## src/source/main_consts.svh

```systemverilog
`ifndef MAIN_CONSTS_SVH
`define MAIN_CONSTS_SVH

`define MAIN_ADDR_W 8
`define MAIN_DATA_W 16

// register offsets, word aligned
`define REG_JOY  8'h00
`define REG_SYS  8'h04
`define REG_DIP  8'h08
`define REG_ROT1 8'h0C
`define REG_ROT2 8'h10
`define REG_SND  8'h14
`define REG_MCU  8'h18
`define REG_PRI  8'h1C
`define REG_MIX  8'h20
`define REG_VCLR 8'h24

`define DISP_BASE  8'h80   // any address with bit 7 set
`define DISP_DELAY 2       // cycles from blank to pready

`define IRQ_LVL_VBL 3'd6
`define IRQ_LVL_SEC 3'd5
`define IRQ_LVL_EXT 3'd4

`define ROT_DIV_W 3
`define ROT_W     12
`define OPEN_BUS  16'hFFFF

`endif

```

## src/source/main_bus_pkg.sv

```systemverilog
`include "main_consts.svh"

package main_bus_pkg;

    typedef struct packed {
        logic                    psel;
        logic                    penable;
        logic                    pwrite;
        logic [`MAIN_ADDR_W-1:0] paddr;
        logic [`MAIN_DATA_W-1:0] pwdata;
    } apb_req_t;

    typedef struct packed {
        logic                    pready;
        logic [`MAIN_DATA_W-1:0] prdata;
    } apb_rsp_t;

    // one cycle selects, only on the completing access
    typedef struct packed {
        logic joy;
        logic sys;
        logic dip;
        logic rot1;
        logic rot2;
        logic snd;
        logic mcu_wr;   // mailbox has both directions
        logic mcu_rd;
        logic pri;
        logic mix;
        logic vclr;
        logic disp;
    } sel_t;

endpackage

```

## src/source/main_io_pkg.sv

```systemverilog
`include "main_consts.svh"

package main_io_pkg;

    // cabinet switches, active low as on the board
    typedef struct packed {
        logic [8:0] joystick1;
        logic [8:0] joystick2;
        logic [1:0] start_button;
        logic [1:0] coin_input;
        logic       service;
        logic [7:0] dipsw_a;
        logic [7:0] dipsw_b;
    } cab_in_t;

    typedef struct packed {
        logic [7:0]              snd_latch;
        logic                    snreq;    // sound cpu strobe
        logic [`MAIN_DATA_W-1:0] mcu_din;
        logic                    mcu_wr;
        logic                    mcu_rd;
        logic [2:0]              prisel;   // colour priority
        logic                    mixpsel;  // object dma mix
    } latch_out_t;

endpackage

```

## src/source/main_ctrl.sv

```systemverilog
`timescale 1ns/1ps
`include "main_consts.svh"

module main_ctrl (
    input  logic                    clk,
    input  logic                    rst,
    input  main_bus_pkg::apb_req_t  bus_req,
    output main_bus_pkg::apb_rsp_t  bus_rsp,
    input  logic                    lvbl,
    input  logic                    lhbl,
    input  logic [`MAIN_DATA_W-1:0] cab_word,
    output logic [2:0]              cab_rsel,
    input  logic [`MAIN_DATA_W-1:0] mcu_dout,
    input  logic [`MAIN_DATA_W-1:0] disp_dout,
    output main_bus_pkg::sel_t      sel,
    output logic                    disp_cs
);
    localparam int CNT_W = $clog2(`DISP_DELAY + 1);

    logic             access;
    logic             is_disp;
    logic             blank;
    logic             blank_seen;
    logic [CNT_W-1:0] wait_cnt;
    logic             disp_rdy;
    logic             wr;

    assign access   = bus_req.psel & bus_req.penable;
    assign is_disp  = |(bus_req.paddr & `DISP_BASE);
    assign blank    = ~lvbl | ~lhbl;
    assign wr       = bus_req.pwrite;
    assign disp_cs  = access & is_disp;
    assign disp_rdy = blank_seen && (wait_cnt == '0);
    assign cab_rsel = bus_req.paddr[4:2];   // word index of the cabinet registers

    // registers answer at once, the display window waits for a blank
    assign bus_rsp.pready = access & (~is_disp | disp_rdy);

    // display wait: first blank cycle inside the access starts the count
    always_ff @(posedge clk or posedge rst) begin
        if (rst) begin
            blank_seen <= 1'b0;
            wait_cnt   <= '0;
        end else if (bus_rsp.pready) begin
            blank_seen <= 1'b0;
            wait_cnt   <= '0;
        end else if (disp_cs && !blank_seen && blank) begin
            blank_seen <= 1'b1;
            wait_cnt   <= CNT_W'(`DISP_DELAY - 1);
        end else if (wait_cnt != '0) begin
            wait_cnt <= wait_cnt - 1'b1;
        end
    end

    always_comb begin
        bus_rsp.prdata = `OPEN_BUS;
        if (is_disp) begin
            bus_rsp.prdata = disp_dout;
        end else begin
            case (bus_req.paddr)
                `REG_JOY, `REG_SYS, `REG_DIP,
                `REG_ROT1, `REG_ROT2: bus_rsp.prdata = cab_word;
                `REG_MCU:             bus_rsp.prdata = mcu_dout;
                default:              bus_rsp.prdata = `OPEN_BUS;
            endcase
        end
    end

    // selects fire on the completing cycle only
    always_comb begin
        sel = '0;
        if (bus_rsp.pready) begin
            if (is_disp) begin
                sel.disp = 1'b1;
            end else begin
                case (bus_req.paddr)
                    `REG_JOY:  sel.joy  = ~wr;
                    `REG_SYS:  sel.sys  = ~wr;
                    `REG_DIP:  sel.dip  = ~wr;
                    `REG_ROT1: sel.rot1 = ~wr;
                    `REG_ROT2: sel.rot2 = ~wr;
                    `REG_SND:  sel.snd  = wr;
                    `REG_MCU: begin
                        sel.mcu_wr = wr;
                        sel.mcu_rd = ~wr;   // read also acks the sub cpu irq
                    end
                    `REG_PRI:  sel.pri  = wr;
                    `REG_MIX:  sel.mix  = wr;
                    `REG_VCLR: sel.vclr = wr;
                    default:   sel = '0;
                endcase
            end
        end
    end

endmodule

```

## src/source/main_regs.sv

```systemverilog
`timescale 1ns/1ps
`include "main_consts.svh"

module main_regs (
    input  logic                         clk,
    input  logic                         rst,
    input  main_bus_pkg::sel_t           sel,
    input  logic [`MAIN_DATA_W-1:0]      pwdata,
    output main_io_pkg::latch_out_t      latch
);

    always_ff @(posedge clk or posedge rst) begin
        if (rst) begin
            latch <= '0;
        end else begin
            // strobes last one cycle, right after the access
            latch.snreq  <= sel.snd;
            latch.mcu_wr <= sel.mcu_wr;
            latch.mcu_rd <= sel.mcu_rd;

            if (sel.snd)
                latch.snd_latch <= pwdata[7:0];   // low byte only

            if (sel.mcu_wr)
                latch.mcu_din <= pwdata;

            if (sel.pri)
                latch.prisel <= pwdata[2:0];

            if (sel.mix)
                latch.mixpsel <= pwdata[0];
        end
    end

endmodule

```

## src/source/main_cabinet.sv

```systemverilog
`timescale 1ns/1ps
`include "main_consts.svh"

module main_cabinet (
    input  logic                    clk,
    input  logic                    rst,
    input  main_io_pkg::cab_in_t    cab,
    input  logic                    lvbl,
    input  logic [2:0]              cab_rsel,
    output logic [`MAIN_DATA_W-1:0] cab_word
);
    localparam int PAD_W = `MAIN_DATA_W - `ROT_W;

    logic [8:0]            sort1;
    logic [8:0]            sort2;
    logic                  lvbl_l;
    logic [`ROT_DIV_W-1:0] frame_cnt;
    logic [`ROT_W-1:0]     rot1;
    logic [`ROT_W-1:0]     rot2;

    // direction nibble is wired backwards on the harness
    function automatic logic [8:0] sort_joy(input logic [8:0] joy);
        sort_joy = {joy[8:4], joy[0], joy[1], joy[2], joy[3]};
    endfunction

    // one-hot dial, right (bit 7) wins over left (bit 6)
    function automatic logic [`ROT_W-1:0] rot_step(input logic [`ROT_W-1:0] pos,
                                                   input logic [8:0]        joy);
        rot_step = pos;
        if (!joy[7])
            rot_step = (pos == '0) ? {1'b1, {(`ROT_W-1){1'b0}}} : pos >> 1;
        else if (!joy[6])
            rot_step = (pos == '0) ? `ROT_W'(1) : pos << 1;
    endfunction

    assign sort1 = sort_joy(cab.joystick1);
    assign sort2 = sort_joy(cab.joystick2);

    always_ff @(posedge clk or posedge rst) begin
        if (rst) begin
            lvbl_l    <= 1'b0;
            frame_cnt <= '0;
            rot1      <= '0;
            rot2      <= '0;
        end else begin
            lvbl_l <= lvbl;
            if (lvbl_l && !lvbl) begin   // start of vblank
                frame_cnt <= frame_cnt + 1'b1;
                if (frame_cnt == '0) begin
                    rot1 <= rot_step(rot1, cab.joystick1);
                    rot2 <= rot_step(rot2, cab.joystick2);
                end
            end
        end
    end

    always_comb begin
        case ({3'b000, cab_rsel, 2'b00})
            `REG_JOY:  cab_word = {sort2[7:0], sort1[7:0]};
            `REG_SYS:  cab_word = {8'hFF, ~lvbl, cab.service, cab.coin_input,
                                   cab.start_button, sort2[8], sort1[8]};
            `REG_DIP:  cab_word = {cab.dipsw_b, cab.dipsw_a};
            `REG_ROT1: cab_word = {{PAD_W{1'b1}}, ~rot1};   // dial reads inverted
            `REG_ROT2: cab_word = {{PAD_W{1'b1}}, ~rot2};
            default:   cab_word = `OPEN_BUS;
        endcase
    end

endmodule

```

## src/source/main_irq.sv

```systemverilog
`timescale 1ns/1ps
`include "main_consts.svh"

module main_irq (
    input  logic       clk,
    input  logic       rst,
    input  logic       lvbl,
    input  logic       sec2,
    input  logic       nexirq,
    input  logic       vclr,
    input  logic       secclr,
    output logic [2:0] ipl
);

    logic lvbl_l;
    logic sec2_l;
    logic vbl_irq;
    logic sec_irq;

    always_ff @(posedge clk or posedge rst) begin
        if (rst) begin
            lvbl_l  <= 1'b0;
            sec2_l  <= 1'b0;
            vbl_irq <= 1'b0;
            sec_irq <= 1'b0;
        end else begin
            lvbl_l <= lvbl;
            sec2_l <= sec2;

            if (vclr)                      // clear beats a new edge
                vbl_irq <= 1'b0;
            else if (lvbl_l && !lvbl)
                vbl_irq <= 1'b1;

            if (secclr)
                sec_irq <= 1'b0;
            else if (!sec2_l && sec2)      // sub cpu raises sec2
                sec_irq <= 1'b1;
        end
    end

    always_comb begin
        if (vbl_irq)
            ipl = `IRQ_LVL_VBL;
        else if (sec_irq)
            ipl = `IRQ_LVL_SEC;
        else if (!nexirq)   // external line is active low
            ipl = `IRQ_LVL_EXT;
        else
            ipl = 3'd0;
    end

endmodule

```

## src/source/main_top.sv

```systemverilog
`timescale 1ns/1ps
`include "main_consts.svh"

module main_top (
    input  logic                    clk,
    input  logic                    rst,
    input  main_bus_pkg::apb_req_t  bus_req,
    output main_bus_pkg::apb_rsp_t  bus_rsp,
    input  main_io_pkg::cab_in_t    cab,
    input  logic                    lvbl,
    input  logic                    lhbl,
    input  logic                    nexirq,
    input  logic                    sec2,
    input  logic [`MAIN_DATA_W-1:0] mcu_dout,
    input  logic [`MAIN_DATA_W-1:0] disp_dout,
    output main_io_pkg::latch_out_t latch,
    output logic                    disp_cs,
    output logic [2:0]              ipl
);

    main_bus_pkg::sel_t      sel;
    logic [`MAIN_DATA_W-1:0] cab_word;
    logic [2:0]              cab_rsel;

    main_ctrl u_ctrl (
        .clk       (clk),
        .rst       (rst),
        .bus_req   (bus_req),
        .bus_rsp   (bus_rsp),
        .lvbl      (lvbl),
        .lhbl      (lhbl),
        .cab_word  (cab_word),
        .cab_rsel  (cab_rsel),
        .mcu_dout  (mcu_dout),
        .disp_dout (disp_dout),
        .sel       (sel),
        .disp_cs   (disp_cs)
    );

    main_regs u_regs (
        .clk    (clk),
        .rst    (rst),
        .sel    (sel),
        .pwdata (bus_req.pwdata),
        .latch  (latch)
    );

    main_cabinet u_cabinet (
        .clk      (clk),
        .rst      (rst),
        .cab      (cab),
        .lvbl     (lvbl),
        .cab_rsel (cab_rsel),
        .cab_word (cab_word)
    );

    // mailbox read acknowledges the sub cpu interrupt
    main_irq u_irq (
        .clk    (clk),
        .rst    (rst),
        .lvbl   (lvbl),
        .sec2   (sec2),
        .nexirq (nexirq),
        .vclr   (sel.vclr),
        .secclr (sel.mcu_rd),
        .ipl    (ipl)
    );

endmodule

```

## config.mk

```make
export PLATFORM = sky130hd
export DESIGN_NAME = main_top
export DESIGN_NICKNAME = d
export VERILOG_FILES = /design/src/source/main_bus_pkg.sv /design/src/source/main_io_pkg.sv /design/src/source/main_ctrl.sv /design/src/source/main_regs.sv /design/src/source/main_cabinet.sv /design/src/source/main_irq.sv /design/src/source/main_top.sv
export VERILOG_INCLUDE_DIRS = /design/src /design/src/source
export SDC_FILE = /design/constraint.sdc
export NUM_CORES = 1
export LEC_CHECK = 0
export BUFFER_PORTS_ARGS = -buffer_cell sky130_fd_sc_hd__buf_2
export CAP_MARGIN = 0
export CORE_AREA = 2 2 66 131
export CTS_CLUSTER_DIAMETER = 50
export DETAILED_ROUTE_END_ITERATION = 10
export DIE_AREA = 0 0 68 133
export GPL_ROUTABILITY_DRIVEN = 0
export PLACE_DENSITY = 0.79
export SLEW_MARGIN = 20
export SYNTH_ARGS = -nofsm -noshare
export SYNTH_HDL_FRONTEND = slang
export SYNTH_SLANG_ARGS = --single-unit
```

## constraint.sdc

```tcl
create_clock -name clk -period 2.65 [get_ports clk]
set_clock_uncertainty 0.2 [all_clocks]
set_input_delay 0.3975 -clock clk [delete_from_list [all_inputs] [get_ports clk]]
set_output_delay 0.3975 -clock clk [all_outputs]
set_load 0.05 [all_outputs]
```

Yosys cells after proc, flatten, opt, wreduce, memory -nomap -nowiden
Cells that the tools add are included.

Add/sub/neg operators: 2. Equality and inequality tests: 15. Multiplexer cells: 31. Bitwise gates (word level): 11. Reduce and logical (&&, ||, !) cells: 22.

Operator list (count): 12-bit two-way mux (8); 16-bit one-hot mux with 5 select lines (1); 8-bit by 5-bit equality test with 1-bit output (second input constant) (4); 16-bit one-hot mux with 2 select lines (1); 12-bit zero test (2); 12-bit inverter (2); 8-bit by 4-bit equality test with 1-bit output (second input constant) (2); 8-bit by 6-bit equality test with 1-bit output (second input constant) (2); 16-bit two-way mux (1); 1-bit two-way mux (11); 3-bit two-way mux (3); 8-bit by 3-bit equality test with 1-bit output (second input constant) (1); 8-bit zero test (1); 2-bit two-way mux (4); 2-bit nonzero test (4); 7-bit two-way mux (1); 3-bit by 2-bit equality test with 1-bit output (second input constant) (2); 3-bit zero test (2); 6-bit two-way mux (1); 3-bit AND reduction (2); 1-bit logical AND (5); 5-bit OR reduction (1); 2-bit != test (second input constant) (2); 1-bit inverter (4); other kinds (9) (14).

Register bits: 65. Bits of input ports: 104. Output and inout bits: 52.

Depth between registers and ports, before layout
Gate-level depths: netlist (run 1).

Depth after elaboration: 6. Gate-level depth with buffers: 8. Depth with buffers taken out: 6.

Hierarchy
A second synthesis (run 1) with hierarchy kept.

Cell total of the unflattened synthesis: 425. Area total of the unflattened synthesis: 4325.4 um2.

By module, submodules not included: main_cabinet (times used 1, cells each 219, area an instance 2132.0 um2, sequential area each 700.7 um2); main_regs (times used 1, cells each 63, area an instance 1168.6 um2, sequential area each 775.7 um2); main_ctrl (times used 1, cells each 129, area an instance 852.1 um2, sequential area each 75.1 um2); main_irq (times used 1, cells each 14, area an instance 172.7 um2, sequential area each 100.1 um2).

Least setup slack after synthesis (run 1)
No wires, ideal clock.

Kind: input-to-output. From: input bus_req[20] (netlist name). To: output bus_rsp[12] (netlist name). Data arrival time: 2251 ps. Required time: 2053 ps. Path slack: -198 ps. Stages on the path: 7. Path through: clkbuf_1 -> clkbuf_1 -> clkbuf_1 -> nor2_1 -> o22ai_1 -> nand2_1 -> a2bb2oi_1.

RTL lines: start: declaration (line main_top.sv:7) `input main_bus_pkg::apb_req_t bus_req,`; end: declaration (line main_top.sv:8) `output main_bus_pkg::apb_rsp_t bus_rsp,`.

==> metrics.md, run 1 <==
| Metric | Value |
|---|---|
| Switch Pwr | 0.00115 W |
| WP depth | 7 |
| Die width | 68 um |
| Min-delay worst type | in -> reg |
| Final slew viol count | 0 |
| Pwr dens | 668 mW/mm^2 |
| Area growth from synthesis to layout | 34.8% |
| Initial antenna violation count | 0 |
| Core footprint | 0.00812 sq mm |
| Outcome | finished clean |
| Register area share after synthesis | 42.3% |
| TritonCTS clock tree | done |
| Total power | 0.00346 W |
| # clock sinks | 65 |
| Worst-Skew Late Latency | 320 ps |
| Sw Ratio | 33.1% |
| Worst R2R Path Depth | 8 |
| Initial Utilization | 47.4% |
| Post-DR vias/cell | 5.75 |
| Commonest cells after routing, fill and taps aside | buf_2 (155), dfrtp_1 (65), a21oi_1 (39) |
| Worst R2R Setup Slack | 610 ps |
| Final instance area | 0.00519 sq mm |
| CTS Buf Count | 9 |
| Diode count | 0 |
| Share of post-route cells with drive strength above 1 | 40.7% |
| Hold path start | bus_req[24] |
| Commonest non-fill, non-tap cell in the layout | buf_2 |
| Nets | 684 |
| Syn. warnings | 0 |
| Routed Antenna Nets | 0 |
| Yosys cell types | 49 |
| Fill cells | 707 |
| Post-Syn Instances | 415 |
| Final wirelength | 12300 um |
| CP arrival | 2000 ps |
| Worst-Margin Slew | 631 ps |
| FMAX | 385 MHz |
| Max-cap violations | 0 |
| Flop pwr share | 40.1% |
| Final-report setup violation count | 0 |
| CP top delay family | simple AND/OR/NAND/NOR gates |
| Setup crit start | bus_req[23] |
| Post-cts sizing count | 0 |
| Net count after synthesis | 522 |
| CP Capture Type | primary output |
| Final min period | 2600 ps |
| GRT Overall Usage | 27.5% |
| WHS Path Cells | 2 |
| I/O pins | 156 |
| Setup bufs post-CTS | 0 |
| Hold slack | 63.0 ps |
| Post-synth EDFFs | 0 |
| R2R Path Start | u_cabinet.frame_cnt[0] |
| Worst path slowest cell | or4_1 |
| Residual DRC | 0 |
| Post-detail-place hpwl | 9130 um |
| Crit path capture | bus_rsp[2] |
| CP cell instances | buf_2 > or4_1 > nor2_2 > buf_4 > o221ai_1 > o22a_1 > buf_2 |
| LEAKAGE | 2.57 nW |
| Pre-Repair DR Iteration Count | 5 |
| Clock Path Buffers | 2 |
| Largest net degree at the start of global routing | 32 |
| H-tree depth | 3 |
| Root buffer cell | clkbuf_16 |
| Gate power share | 25.5% |
| RSZ-0062 raised after global routing | no |
| Pint | 0.00232 W |
| FF-to-FF End | u_cabinet.rot1[4] |
| Register bit total from synthesis | 65 |
| Chip height | 133 um |
| Slowest stage delay, CP | 570 ps |
| Worst path bufs/invs | 3 |
| Async SR Flop Fraction | 100% |
| FP Rows | 47 |
| Crit Path Class | in -> out |
| I/O Buffers | 155 |
| Remaining Overflow, GRT | 0 |
| Clk network pwr share | 34.4% |
| Die area | 0.00904 sq mm |
| CP Data Required Time | 2050 ps |
| Ratio of final minimum period to clock period | 97.9% |
| First-pass GRT wire length | 18700 um |
| Slew HR | 57.9% |
| Syn Std Cell Area | 0.00385 sq mm |
| Main synth FF type | dfrtp_1 |
| Drt first-iter violations | 237 |
| Register area | 0.00163 sq mm |
| CP startpoint kind | primary input |
| Crit-path max FO | 5 |
| Area of the multi-input gates | 0.00210 sq mm |
| Clock transition at path regs | 50 ps |
| Fin Setup TNS | 0 ps |
| Avg Inst Size Synth | 9.27 sq um |
| Worst VDD drop | 0.717 mV |
| Hold Fails Final Rpt | 0 |
| Post-DP Area | 0.00486 sq mm |
| Via Count | 3910 |
| Most frequent CP cell | buf_2 |
| Vias in the first global route | 3838 |
| DR WL/cell | 18.1 um |
-- what timing repair did --
item	in CTS	in global routing
endpoints found under the hold margin	30	0
hold buffers	2	0
setup endpoints to repair	0	0
-- how the worst min path moves through the flow --
stage,slack [ps],endpoint
after floorplan,230,u_irq.lvbl_l
after global routing,70,u_regs.latch[4]
after detailed placement,270,u_cabinet.frame_cnt[2]
after CTS,50,u_regs.latch[4]
final,60,u_regs.latch[4]
after global placement,260,u_cabinet.frame_cnt[2]
-- metrics by stage --
| step | util [%] | worst slack [ps] | std cells |
|---|---|---|---|
| after global routing | 63.9 | 7.06 | 680 |
| after floorplan | - | 47.7 | 415 |
| final | 63.9 | 54.4 | 680 |
| after global placement | 59.9 | 107 | 662 |
| after detailed placement | 59.9 | 62.4 | 662 |
| after CTS | 63.9 | 55.7 | 680 |
-- per-layer routing --
| metal | track usage [%] | wire length [um] | vias to the layer above |
|---|---|---|---|
| li1 | - | - | 1836 |
| met4 | 11.9 | 448 | 0 |
| met2 | 44.7 | 5880 | 250 |
| met3 | 6.12 | 1180 | 39 |
| met1 | 34.1 | 4770 | 1785 |
| met5 | 0 | 0 | - |
-- cell usage after synthesis (2+ instances only) --
cell / number / area [sq um]
dfrtp_1: 65 / 1630
a21oi_1: 39 / 195
nand2_1: 38 / 143
o21ai_0: 34 / 170
mux2_2: 30 / 338
nor2_1: 30 / 113
clkbuf_1: 23 / 86.3
nor2b_1: 18 / 113
inv_1: 14 / 52.6
mux2i_1: 14 / 140
o22ai_1: 12 / 75.1
nand2b_1: 11 / 68.8
a2bb2oi_1: 10 / 87.6
nor4_1: 8 / 50.1
a211oi_1: 7 / 52.6
a31oi_1: 6 / 37.5
nand3_1: 4 / 20.0
and3b_1: 3 / 26.3
ha_1: 3 / 37.5
o22a_1: 3 / 26.3
o32a_1: 3 / 30.0
o32ai_1: 3 / 26.3
xnor2_1: 3 / 26.3
a22oi_1: 2 / 15.0
buf_2: 2 / 10.0
buf_4: 2 / 15.0
nand4b_1: 2 / 17.5
nor3_1: 2 / 10.0
nor4_4: 2 / 42.5
o211a_1: 2 / 20.0
o221ai_1: 2 / 17.5
-- cells by family after synthesis --
kind of cell,synth area share (%)
buffers and inverters,4.26
adders and majority gates,0.976
DFF,42.3
AOI/OAI and AO/OA,21.2
muxes,12.4
and+or+nand+nor,18.1
xor gates and xnor gates,0.683
-- power by group through the flow --
stage	Clock [W]	Combinational, W	Sequential [W]
detailed placement	0	0.000871	0.00139
floorplan	0	0.000620	0.00134
global route	0.00125	0.000992	0.00142
global placement	0	0.000838	0.00139
CTS	0.00122	0.000880	0.00138
finish	0.00119	0.000882	0.00139
-- sequential cells by signal (all words and copies together), names as in the netlist, 2 cells and up --
register	count
u_cabinet.frame_cnt	3
u_cabinet.rot1	12
u_cabinet.rot2	12
u_ctrl.wait_cnt	2
u_regs.latch	31
-- worst register-to-register path, delay by kind of cell, from the launching register on --
family,cells,cell delay (ps)
adders and majority gates,1,150
and+or+nand+nor,3,510
DFF,1,380
AOI/OAI and AO/OA,1,80
buffers and inverters,3,590
-- cell type report --
| type | count | area share, % |
|---|---|---|
| Clock buffer | 10 | 4.61 |
| Multi-Input combinational cell | 309 | 40.5 |
| Tap cell | 98 | 2.36 |
| Sequential cell | 65 | 31.4 |
| Timing Repair Buffer | 178 | 18.9 |
| Inverter | 14 | 1.01 |
| Clock inverter | 6 | 1.30 |
Note: power is estimated with default switching activity, not from simulation.
==> run 2, diff against run 1 <==
- CORE_AREA: 2 2 66 131 -> 2 2 69 136
- DIE_AREA: 0 0 68 133 -> 0 0 71 138
- SYNTH_HIERARCHICAL: not set -> 1
==> metrics.md, run 2 <==
| Metric | Value |
|---|---|
| CTS Buf Count | 9 (unchanged) |
| Hold path start | sec2 (was bus_req[24]) |
| Ratio of final minimum period to clock period | 97.9% (about the same) |
| Clock Path Buffers | 2 (unchanged) |
| Area growth from synthesis to layout | 30.0% (was 34.8%) |
| Worst-Margin Slew | 818 ps (was 631 ps) |
| Share of post-route cells with drive strength above 1 | 47.1% (was 40.7%) |
| Max-cap violations | 0 (unchanged) |
| CP startpoint kind | register (was primary input) |
| Largest regs | u_regs/latch x31, u_cabinet/rot1 x12, u_cabinet/rot2 x12 (was u_regs.latch x31, u_cabinet.rot1 x12, u_cabinet.rot2 x12) |
| Remaining Overflow, GRT | 0 (unchanged) |
| # clock sinks | 66 (was 65) |
| Routed Antenna Nets | 0 (unchanged) |
| Vias in the first global route | 4175 (was 3838) |
| WHS Path Cells | 1 (was 2) |
| Initial antenna violation count | 0 (unchanged) |
| Slew HR | 45.3% (was 57.9%) |
| H-tree depth | 3 (unchanged) |
| Final cell count without fillers | 675 (was 680) |
| Via Count | 4044 (was 3910) |
| Pwr dens | 720 mW/mm^2 (was 668 mW/mm^2) |
| Place WS | -1.05 ps (was 62.4 ps) |
| Core footprint | 0.00889 sq mm (was 0.00812 sq mm) |
| Avg Inst Size Synth | 10.2 sq um (was 9.27 sq um) |
| PnR worst setup slack | 56.7 ps (was 54.4 ps) |
| Total power | 0.00398 W (was 0.00346 W) |
| Post-DR vias/cell | 5.99 (was 5.75) |
| Final-report setup violation count | 0 (unchanged) |
| Crit-path max FO | 5 (unchanged) |
| Diode count | 0 (unchanged) |
| Worst R2R Path Depth | 6 (was 8) |
| FMAX | 386 MHz (was 385 MHz) |
| Die width | 71 um (was 68 um) |
| Fin Setup TNS | 0 ps (unchanged) |
| Fill cells | 719 (was 707) |
| Final slew viol count | 0 (unchanged) |
| Outcome | finished clean (unchanged) |
| First-pass GRT wire length | 21100 um (was 18700 um) |
| Syn Std Cell Area | 0.00425 sq mm (was 0.00385 sq mm) |
| DR WL/cell | 19.6 um (was 18.1 um) |
| FF-to-FF End | u_regs/latch[0] (was u_cabinet.rot1[4]) |
| Pre-Repair DR Iteration Count | 6 (was 5) |
| Placed Cells | 658 (was 662) |
| Commonest non-fill, non-tap cell in the layout | buf_2 (unchanged) |
| Worst-Skew Late Latency | 340 ps (was 320 ps) |
| I/O Buffers | 155 (unchanged) |
| Chip height | 138 um (was 133 um) |
| Root buffer cell | clkbuf_16 (unchanged) |
| Die area | 0.00980 sq mm (was 0.00904 sq mm) |
| Top reg by flops | u_regs/latch (was u_regs.latch) |
| Clock transition at path regs | 50 ps (about the same) |
| Initial Utilization | 47.8% (was 47.4%) |
| Nets | 675 (was 684) |
| Post-Syn Instances | 417 (was 415) |
| GRT Overall Usage | 27.6% (was 27.5%) |
| Residual DRC | 0 (unchanged) |
| RSZ-0062 raised after global routing | no (unchanged) |
| Max reg flops | 31 (unchanged) |
| Hold Fails Final Rpt | 0 (unchanged) |
| Net count after synthesis | 524 (was 522) |
| CP Capture Type | primary output (unchanged) |
| I/O pins | 156 (unchanged) |
| Drt first-iter violations | 369 (was 237) |
| WHS Endpoint | u_irq/sec2_l (was u_regs.latch[4]) |
| R2R Path Start | u_ctrl/wait_cnt[0] (was u_cabinet.frame_cnt[0]) |
| Min-delay worst type | in -> reg (unchanged) |
| Syn. warnings | 6 (was 0) |
| LEAKAGE | 2.68 nW (was 2.57 nW) |
| Worst R2R Setup Slack | 370 ps (was 610 ps) |
| FP Rows | 49 (was 47) |
| Largest net degree at the start of global routing | 49 (was 32) |
| TritonCTS clock tree | done (unchanged) |
| Commonest cells after routing, fill and taps aside | buf_2 (152), dfrtp_1 (66), nand3_1 (35) (was buf_2 (155), dfrtp_1 (65), a21oi_1 (39)) |
| Final wirelength | 13200 um (was 12300 um) |
| Final min period | 2590 ps (was 2600 ps) |
| Crit Path Class | reg -> out (was in -> out) |
| Post-detail-place hpwl | 10100 um (was 9130 um) |
| CP arrival | 2000 ps (about the same) |
| CP Data Required Time | 2050 ps (about the same) |
| Worst VDD drop | 0.471 mV (was 0.717 mV) |
## run 2: cell count changes in the layout (fill, tap and decap cells not counted), sizes merged, moves of 18 or more
cell and change:
inv +18, o21ai -22, nand3 +31, a31oi +19
nor2 -25
## run 2: repair_timing
action,4_1_cts,5_1_grt
resized for setup,2,5
hold buffers,1,0
endpoints found under the setup margin,2,4
hold endpoints to repair,66,0
setup buffers,0,0
gates cloned,0,0
## run 2: metal layers
layer	wire length [um]	up-vias	share of wire, %	global-route usage [%]
met3	831	64	6.3	6.71
li1	-	1843	-	-
met4	979	0	7.4	20.0
met5	0	-	0	0
met1	4550	1932	34	29.2
met2	6840	205	52	46.5
## run 2: report_power, final
part | total, W | internal (W) | leakage, nW | switching (W)
Combinational | 0.00110 | 0.000489 | 1.70 | 0.000611
Sequential | 0.00159 | 0.00125 | 0.830 | 0.000342
Clock | 0.00129 | 0.000826 | 0.153 | 0.000460
## run 2: area by class of cell
class | count | area, sq um | area share (%)
Tap cell | 102 | 128 | 2.31
Clock buffer | 10 | 229 | 4.14
Multi-Input combinational cell | 283 | 2330 | 42.3
Clock inverter | 6 | 90.1 | 1.63
Inverter | 31 | 116 | 2.11
Timing Repair Buffer | 177 | 976 | 17.7
Sequential cell | 66 | 1650 | 29.9
## run 2: how the worst max path moves through the flow
stage	from	end	slack [ps]	depth (start not counted)
floorplan	bus_req[17]	bus_rsp[12]	0.7	4
global placement	bus_req[18]	bus_rsp[11]	60	8
detailed placement	bus_req[18]	bus_rsp[1]	-1	7
CTS	bus_req[18]	bus_rsp[11]	40	8
global route	bus_req[18]	bus_rsp[11]	10	8
finish	u_cabinet/rot1[10]	bus_rsp[10]	60	6
## run 2: worst max-delay path, stage by stage, from the launching register on
cell,delay [ps]
dfrtp_1,440
nand2b_1,170
a31oi_1,280
a2bb2oi_1,190
nand3_1,130
a32oi_2,210
clkbuf_4,250
## run 2: through the flow
stage / util (%) / hold slack, ps / instance area [sq um]
global route: 62.2 / 11.4 / 5530
finish: 62.2 / 10.5 / 5530
global placement: 58.2 / 107 / 5170
floorplan: - / -48.9 / 4340
CTS: 61.9 / 6.14 / 5510
detailed placement: 58.2 / 113 / 5170
